**config.mk**
```make
export PLATFORM = sky130hd
export DESIGN_NAME = axi_sram_if
export DESIGN_NICKNAME = d
export VERILOG_FILES = /design/src/sram_pkg.sv /design/src/axi_sram_if.sv
export VERILOG_INCLUDE_DIRS = /design/src /design/src/src
export SDC_FILE = /design/constraint.sdc
export NUM_CORES = 1
export LEC_CHECK = 0
export BUFFER_PORTS_ARGS = -buffer_cell sky130_fd_sc_hd__buf_4
export CAP_MARGIN = 5
export CORE_MARGIN = 3
export CORE_UTILIZATION = 41
export DETAILED_ROUTE_END_ITERATION = 7
export PLACE_DENSITY = 0.93
export SLEW_MARGIN = 10
export SYNTH_ARGS = -nofsm -noshare
export SYNTH_HDL_FRONTEND = slang
export SYNTH_SLANG_ARGS = --single-unit
```
**constraint.sdc**
```tcl
create_clock -name clk -period 3.8 [get_ports clk]
set_input_delay 0.19 -clock clk [delete_from_list [all_inputs] [get_ports clk]]
set_output_delay 0.19 -clock clk [all_outputs]
set_load 0.02 [all_outputs]
```
**src/sram_params.svh**
```systemverilog
`ifndef SRAM_PARAMS_SVH
`define SRAM_PARAMS_SVH

// AXI subordinate side
`define AXI_ADDR_WIDTH 10
`define AXI_DATA_WIDTH 16
`define AXI_ID_WIDTH 4
`define AXI_STRB_WIDTH 2

// SRAM chip side is word addressed
`define SRAM_ADDR_WIDTH 9
`define SRAM_META_WIDTH `AXI_ID_WIDTH

`endif

```
**src/sram_pkg.sv**
```systemverilog
`include "sram_params.svh"

package sram_pkg;

  typedef enum logic [1:0] {
    RESP_OKAY   = 2'b00,
    RESP_EXOKAY = 2'b01,
    RESP_SLVERR = 2'b10,
    RESP_DECERR = 2'b11
  } axi_resp_e;

  typedef struct packed {
    logic [`AXI_ID_WIDTH-1:0]   id;
    logic [`AXI_ADDR_WIDTH-1:0] addr;
    logic [7:0]                 len;
    logic [2:0]                 size;
    logic [1:0]                 burst;
  } axi_aw_t;

  typedef struct packed {
    logic [`AXI_DATA_WIDTH-1:0] data;
    logic [`AXI_STRB_WIDTH-1:0] strb;
    logic                       last;
  } axi_w_t;

  typedef struct packed {
    logic [`AXI_ID_WIDTH-1:0] id;
    axi_resp_e                resp;
  } axi_b_t;

  typedef struct packed {
    logic [`AXI_ID_WIDTH-1:0]   id;
    logic [`AXI_ADDR_WIDTH-1:0] addr;
    logic [7:0]                 len;
    logic [2:0]                 size;
    logic [1:0]                 burst;
  } axi_ar_t;

  typedef struct packed {
    logic [`AXI_ID_WIDTH-1:0]   id;
    logic [`AXI_DATA_WIDTH-1:0] data;
    axi_resp_e                  resp;
    logic                       last;
  } axi_r_t;

  // One word access to the chip
  typedef struct packed {
    logic [`SRAM_ADDR_WIDTH-1:0] addr;
    logic [`SRAM_META_WIDTH-1:0] meta;
    logic                        last;
    logic                        wr_en;
    logic [`AXI_DATA_WIDTH-1:0]  wr_data;
    logic [`AXI_STRB_WIDTH-1:0]  wr_strb;
  } sram_cmd_t;

  typedef struct packed {
    logic [`SRAM_META_WIDTH-1:0] meta;
    logic                        last;
    logic [`AXI_DATA_WIDTH-1:0]  data;
  } sram_rd_resp_t;

  typedef enum logic [1:0] {
    AXI_IDLE,
    AXI_WRITE,
    AXI_RESP,
    AXI_READ
  } axi_state_e;

  typedef enum logic [2:0] {
    IO_IDLE,
    IO_RD_OE,
    IO_RD_CAP,
    IO_WR_WE,
    IO_WR_REL
  } io_state_e;

endpackage

```
**src/axi_sram_if.sv**
```systemverilog
`include "sram_params.svh"

module axi_sram_if (
  input  logic                    clk,
  input  logic                    i_rst,

  input  logic                    i_awvalid,
  output logic                    o_awready,
  input  sram_pkg::axi_aw_t       i_aw,

  input  logic                    i_wvalid,
  output logic                    o_wready,
  input  sram_pkg::axi_w_t        i_w,

  output logic                    o_bvalid,
  input  logic                    i_bready,
  output sram_pkg::axi_b_t        o_b,

  input  logic                    i_arvalid,
  output logic                    o_arready,
  input  sram_pkg::axi_ar_t       i_ar,

  output logic                    o_rvalid,
  input  logic                    i_rready,
  output sram_pkg::axi_r_t        o_r,

  output logic                    o_cmd_valid,
  input  logic                    i_cmd_ready,
  output sram_pkg::sram_cmd_t     o_cmd,

  input  logic                    i_rd_valid,
  output logic                    o_rd_ready,
  input  sram_pkg::sram_rd_resp_t i_rd
);
  import sram_pkg::*;

  axi_state_e                  state_q;
  logic [`SRAM_ADDR_WIDTH-1:0] addr_q;
  logic [7:0]                  beat_cnt_q;
  logic                        rd_issued_q;
  logic [`AXI_ID_WIDTH-1:0]    id_q;
  logic                        last_rd_q;

  logic                        aw_win;
  logic                        ar_win;
  logic                        cmd_fire;
  logic                        r_fire;

  // Round robin when both directions are pending
  assign aw_win = i_awvalid && (!i_arvalid || last_rd_q);
  assign ar_win = i_arvalid && (!i_awvalid || !last_rd_q);

  assign o_awready = (state_q == AXI_IDLE) && aw_win;
  assign o_arready = (state_q == AXI_IDLE) && ar_win;

  assign cmd_fire = o_cmd_valid && i_cmd_ready;
  assign r_fire   = o_rvalid && i_rready;

  // W beats pass straight through as commands
  assign o_wready = (state_q == AXI_WRITE) && i_cmd_ready;

  always_comb begin
    o_cmd.addr = addr_q;
    o_cmd.meta = id_q;
    if (state_q == AXI_WRITE) begin
      o_cmd_valid   = i_wvalid;
      o_cmd.last    = i_w.last;
      o_cmd.wr_en   = 1'b1;
      o_cmd.wr_data = i_w.data;
      o_cmd.wr_strb = i_w.strb;
    end else begin
      o_cmd_valid   = (state_q == AXI_READ) && !rd_issued_q;
      o_cmd.last    = (beat_cnt_q == 8'd0);
      o_cmd.wr_en   = 1'b0;
      o_cmd.wr_data = '0;
      o_cmd.wr_strb = '0;
    end
  end

  assign o_bvalid = (state_q == AXI_RESP);
  assign o_b.id   = id_q;
  assign o_b.resp = RESP_OKAY;

  // Read data returns tagged with the ID it was issued with
  assign o_rvalid   = (state_q == AXI_READ) && i_rd_valid;
  assign o_rd_ready = (state_q == AXI_READ) && i_rready;
  assign o_r.id     = i_rd.meta;
  assign o_r.data   = i_rd.data;
  assign o_r.resp   = RESP_OKAY;
  assign o_r.last   = i_rd.last;

  always_ff @(posedge clk) begin
    if (i_rst) begin
      state_q     <= AXI_IDLE;
      rd_issued_q <= 1'b0;
      last_rd_q   <= 1'b0;
    end else begin
      case (state_q)
        AXI_IDLE: begin
          if (o_awready) begin
            state_q   <= AXI_WRITE;
            last_rd_q <= 1'b0;
          end else if (o_arready) begin
            state_q     <= AXI_READ;
            last_rd_q   <= 1'b1;
            rd_issued_q <= 1'b0;
          end
        end
        AXI_WRITE: begin
          if (cmd_fire && i_w.last) begin
            state_q <= AXI_RESP;
          end
        end
        AXI_RESP: begin
          if (i_bready) begin
            state_q <= AXI_IDLE;
          end
        end
        AXI_READ: begin
          if (cmd_fire && beat_cnt_q == 8'd0) begin
            rd_issued_q <= 1'b1;
          end
          if (r_fire && i_rd.last) begin
            state_q <= AXI_IDLE;
          end
        end
        default: state_q <= AXI_IDLE;
      endcase
    end
  end

  // Word address drops the byte offset bit
  always_ff @(posedge clk) begin
    if (o_awready) begin
      id_q   <= i_aw.id;
      addr_q <= i_aw.addr[`AXI_ADDR_WIDTH-1 -: `SRAM_ADDR_WIDTH];
    end else if (o_arready) begin
      id_q       <= i_ar.id;
      addr_q     <= i_ar.addr[`AXI_ADDR_WIDTH-1 -: `SRAM_ADDR_WIDTH];
      beat_cnt_q <= i_ar.len;
    end else if (cmd_fire) begin
      addr_q <= addr_q + 1'b1;
      if (state_q == AXI_READ && beat_cnt_q != 8'd0) begin
        beat_cnt_q <= beat_cnt_q - 8'd1;
      end
    end
  end

endmodule

```
Word-level counts from Yosys, hierarchy flattened
Cells that the tools add are included.
{"block": "op_classes", "n_reduce_logical": 32, "multipliers": 0, "order_cmp": 0, "n_addsub": 2, "mux": 22, "n_shift": 0, "bitwise": 1, "eq_ne": 10, "div": 0}
{"operator": "$mux 9", "count": 3}
{"operator": "$mux 8", "count": 3}
{"operator": "$mux 20", "count": 1}
{"operator": "$logic_and 1x1->1", "count": 14}
{"operator": "$mux 2", "count": 5}
{"operator": "$add 9x1->9 const B", "count": 1}
{"operator": "$logic_not 8->1", "count": 1}
{"operator": "$mux 4", "count": 2}
{"operator": "$ne 2x1->1 const B", "count": 4}
{"operator": "$pmux 2 s4", "count": 1}
{"operator": "$reduce_and 4->1", "count": 2}
{"operator": "$reduce_bool 2->1", "count": 4}
{"operator": "$reduce_bool 8->1", "count": 1}
{"operator": "$sub 8x1->8 const B", "count": 1}
{"operator": "$mux 1", "count": 6}
{"operator": "$eq 2x2->1 const B", "count": 2}
{"operator": "$logic_not 1->1", "count": 4}
{"operator": "$ne 2x2->1 const B", "count": 2}
{"operator": "$ne 3x3->1 const B", "count": 1}
{"operator": "$reduce_and 3->1", "count": 1}
{"operator": "$reduce_bool 3->1", "count": 1}
{"operator": "$eq 2x1->1 const B", "count": 1}
{"operator": "$logic_not 2->1", "count": 1}
{"operator": "$logic_or 1x1->1", "count": 2}
{"operator": "other kinds (3)", "count": 3}
{"block": "word_totals", "input_bits": 103, "latch_bits": 0, "rom_bits": 0, "word_cells": 73, "reg_bits": 25, "n_memories": 0, "out_inout_bits": 69, "mem_bits_rw": 0}

Depth between registers and ports, before layout
{"block": "logic_depth", "depth_word": 7, "mapped_depth": 6, "ltp_nobuf": 6}

Least setup slack after synthesis
OpenSTA, ideal clock, no wires.
{"block": "synth_timing", "kind": "reg-to-reg", "startpoint": "register state_q[1]", "endpoint": "register beat_cnt_q[0], enable pin", "synth_period_minus_slack_ns": 1.802, "stages_incl_launch_ff": 4, "t_required_ns": 3.416, "t_arrival_ns": 1.418, "setup_ns": 0.384, "path_buffers": 1, "setup_slack_ns": 1.998, "path_cell_list": "dfxtp_1 > clkbuf_1 > nand4b_1 > o21ai_0"}
{"block": "synth_between", "elab_chain_len": 6, "elab_cells_between_ends": 13, "classes_between": "eq/ne (2); mux (1); bitwise (1); reduce/logical (9)"}
{"element": "start, declared", "line": "axi_sram_if.sv:37", "source": "axi_state_e state_q;"}
{"element": "start signal, assigned", "line": "axi_sram_if.sv:94", "source": "state_q <= AXI_IDLE;"}
{"element": "start signal, assigned", "line": "axi_sram_if.sv:101", "source": "state_q <= AXI_WRITE;"}
{"element": "start signal, assigned", "line": "axi_sram_if.sv:104", "source": "state_q <= AXI_READ;"}
{"element": "$eq 2x2->1", "line": "axi_sram_if.sv:72, axi_sram_if.sv:143"}
{"element": "$logic_and 1x1->1", "line": "axi_sram_if.sv:72", "source": "o_cmd_valid = (state_q == AXI_READ) && !rd_issued_q;"}
{"element": "$mux 1", "line": "axi_sram_if.sv:65", "source": "if (state_q == AXI_WRITE) begin"}
{"element": "$logic_and 1x1->1", "line": "axi_sram_if.sv:56", "source": "assign cmd_fire = o_cmd_valid && i_cmd_ready;"}
{"element": "$reduce_bool 2->1 (no source line)"}
{"element": "$reduce_and 3->1 (no source line) (*)"}
{"element": "end signal, assigned", "line": "axi_sram_if.sv:140", "source": "beat_cnt_q <= i_ar.len;"}
{"element": "end signal, assigned", "line": "axi_sram_if.sv:144", "source": "beat_cnt_q <= beat_cnt_q - 8'd1;"}
{"element": "end, declared", "line": "axi_sram_if.sv:39", "source": "logic [7:0] beat_cnt_q;"}
Every way passes the cells marked *; elsewhere a longest branch is shown, timed or not.
A chain may end at the register's enable or synchronous reset.

==> flow_summary.ini <==
[route]
drc = 0
vias_per_cell = 5.10
first_pass_iters = 4
wl_per_cell_um = 13.8
drt-total-wl_um = 4680
drt_iter0_markers = 58
vias = 1725
antenna_left = 0

[final_layout]
layout-drive-gt1-share_pct = 42.7
mostFrequentLayoutCells = 107 x buf_4, 21 x edfxtp_1, 20 x and2_1, 13 x nand2_1, 13 x o21ai_0
seqCellArea_um2 = 711
area_delta_synth_final_pct = 35.2
fillers = 413
multiInputGateArea_um2 = 915
mostFrequentLayoutCell = buf_4
finalInstanceArea_um2 = 2560
final_util_pct = 58.1
final_nets = 393
diodes = 0

[outcome]
status = complete, no violations

[power_and_ir_drop]
swShare_pct = 38.1
pwr-share-comb_pct = 44.9
switchingPower_uw = 429
ir_worst_vdd_uv = 199
power-per-cell-area_nw_per_um2 = 438
leakagePower_nw = 1.16
p_int_uw = 696
clkPwrFrac_pct = 13.7
p_seq_share_pct = 41.4

[placement]
place_area_um2 = 2520
dp_hpwl_um = 3850
io_buffers = 107
place_ws_ns = 1.62
place_congestion = 0.760

[floorplan]
initial_core_util_pct = 43.0
core_area_um2 = 4410
io_pins = 172
core.rowCount = 24
die_h_um = 74.0
dieArea_um2 = 5480
die_w_um = 74.0

[timing]
hold_viol = 0
fmax_mhz = 408
setup_ws_ns = 1.35
worst_pin_slew_ns = 1.11
fin_hold_ws_ns = 0.106
grt_setup_unrepaired = no
setup_viol = 0
slew_viol_final = 0
period_minus_slack_ns = 2.45
period_share_pct = 64.6
slew-limit-headroom_pct = 25.3
finalSetupTns_ns = 0
skew_ns = 0.00855

[critical_path]
cp.arrival_ns = 2.26
path_delay_family = simple AND/OR/NAND/NOR gates
crit_path_end_kind = output port
path_buf_inv = 1
critPathMaxStageDelay_ns = 0.81
path_class = reg -> out
cp_slowest_cell = nor2b_1
startpoint_type = flip-flop
path_cells = nor2b_1 -> mux2_2 -> buf_4
required_ns = 3.61
rrSetupSlack_ns = 1.73
worst_r2r_endpoint = beat_cnt_q[2]$_DFFE_PP_
crit_path_max_fanout = 21
r2r-start = beat_cnt_q[0]$_DFFE_PP_
worst_r2r_path_depth = 4

[grt]
grt_pass1_wl_um = 7200
antenna_found_initial = 0
grt_max_degree = 22
grt_util_all_layers_pct = 16.8
grt_overflow = 0
grt_pass1_vias = 1652

[clock_network]
h-tree-depth = 1
post_cts_buffers = 0
hold_buffers = 0
numClockSinks = 25
clock_latency_ns = 0.26
cts_root_buf = clkbuf_8
clockBufferDepth = 2
tritoncts = done
clk_pin_slew_ns = 0.09
cts_resized = 0
cts_buffers = 3

[job]
max_cap_viol_count = 0

[synthesis]
synth_cells = 208
syn-mean-instance-area_um2 = 9.12
syn_area_um2 = 1900
synth-edff-count = 21
synthFlopType = edfxtp_1
async_reset_ff_share_pct = 0
synth_cell_types = 42
ys_seq_area_share_pct = 37.5
yosys_warnings = 0
ys_seq_elements = 25

[hold_path]
min_path_cells = 2
hp-class = in -> reg
hold_start = i_rst
min_to = state_q[0]$_SDFFE_PP0P_
state kept, by name, summed over array words and instances (netlist names):
register / flops
addr_q: 9
beat_cnt_q: 8
id_q: 4
last_rd_q: 1
rd_issued_q: 1
state_q: 2
power by group through the flow:
stage	Combinational [mW]	Clock (mW)	Sequential, mW
after floorplan	0.315	0	0.494
after global placement	0.496	0	0.464
after detailed placement	0.509	0	0.471
after CTS	0.510	0.155	0.465
after global routing	0.556	0.173	0.476
final	0.505	0.154	0.465
layout make-up:
type	instances	share of cell area [%]
Tap cell	52	2.54
Inverter	7	1.02
Sequential cell	25	27.7
Timing Repair Buffer	107	31.3
Clock buffer	4	1.76
Multi-Input combinational cell	143	35.7
through the flow:
step	cells	total power, mW
global route	338	1.20
floorplan	211	0.809
CTS	338	1.13
global placement	334	0.961
finish	338	1.12
detailed placement	334	0.980
cell usage after synthesis (all sizes together), types with 5 or more instances:
| library cell | n | area share (%) |
|---|---|---|
| nor2 | 13 | 3.0 |
| xnor2 | 5 | 2.3 |
| mux2 | 5 | 3.0 |
| nand2 | 13 | 2.6 |
| edfxtp | 21 | 33 |
| nand3 | 9 | 2.9 |
| and2 | 20 | 6.6 |
| o2bb2ai | 5 | 2.3 |
| o21ai | 13 | 3.4 |
| inv | 7 | 1.4 |
| buf | 32 | 13 |
| nand2b | 7 | 2.3 |
| nor3 | 10 | 2.6 |
kinds of logic after synthesis:
family / after synthesis / synth area share, %
fa+ha+maj: 3 / 1.98
mux: 7 / 4.02
flops: 25 / 37.5
simple gates: 86 / 25.7
compound gates: 35 / 12.0
other cells: 1 / 0.198
buf+inv: 43 / 14.9
xor+xnor: 8 / 3.69
worst max-delay path by stage:
stage | startpoint | to | slack, ns | depth (start not counted)
detailed placement | state_q[0]$_SDFFE_PP0P_ | o_cmd[19] | 1.62 | 3
CTS | state_q[0]$_SDFFE_PP0P_ | o_cmd[19] | 1.32 | 3
finish | state_q[0]$_SDFFE_PP0P_ | o_cmd[19] | 1.35 | 3
global route | state_q[0]$_SDFFE_PP0P_ | o_cmd[19] | 1.09 | 3
global placement | state_q[0]$_SDFFE_PP0P_ | o_cmd[19] | 1.70 | 3
floorplan | state_q[1]$_SDFFE_PP0P_ | beat_cnt_q[0]$_DFFE_PP_ | 2.00 | 3
per-layer routing:
metal  wire [µm]  global-route usage (%)
met3         430                    2.70
met4          28                    6.04
met5           0                       0
met1        1840                    20.7
met2        2380                    29.6
Power figures use the tool's default switching activity.
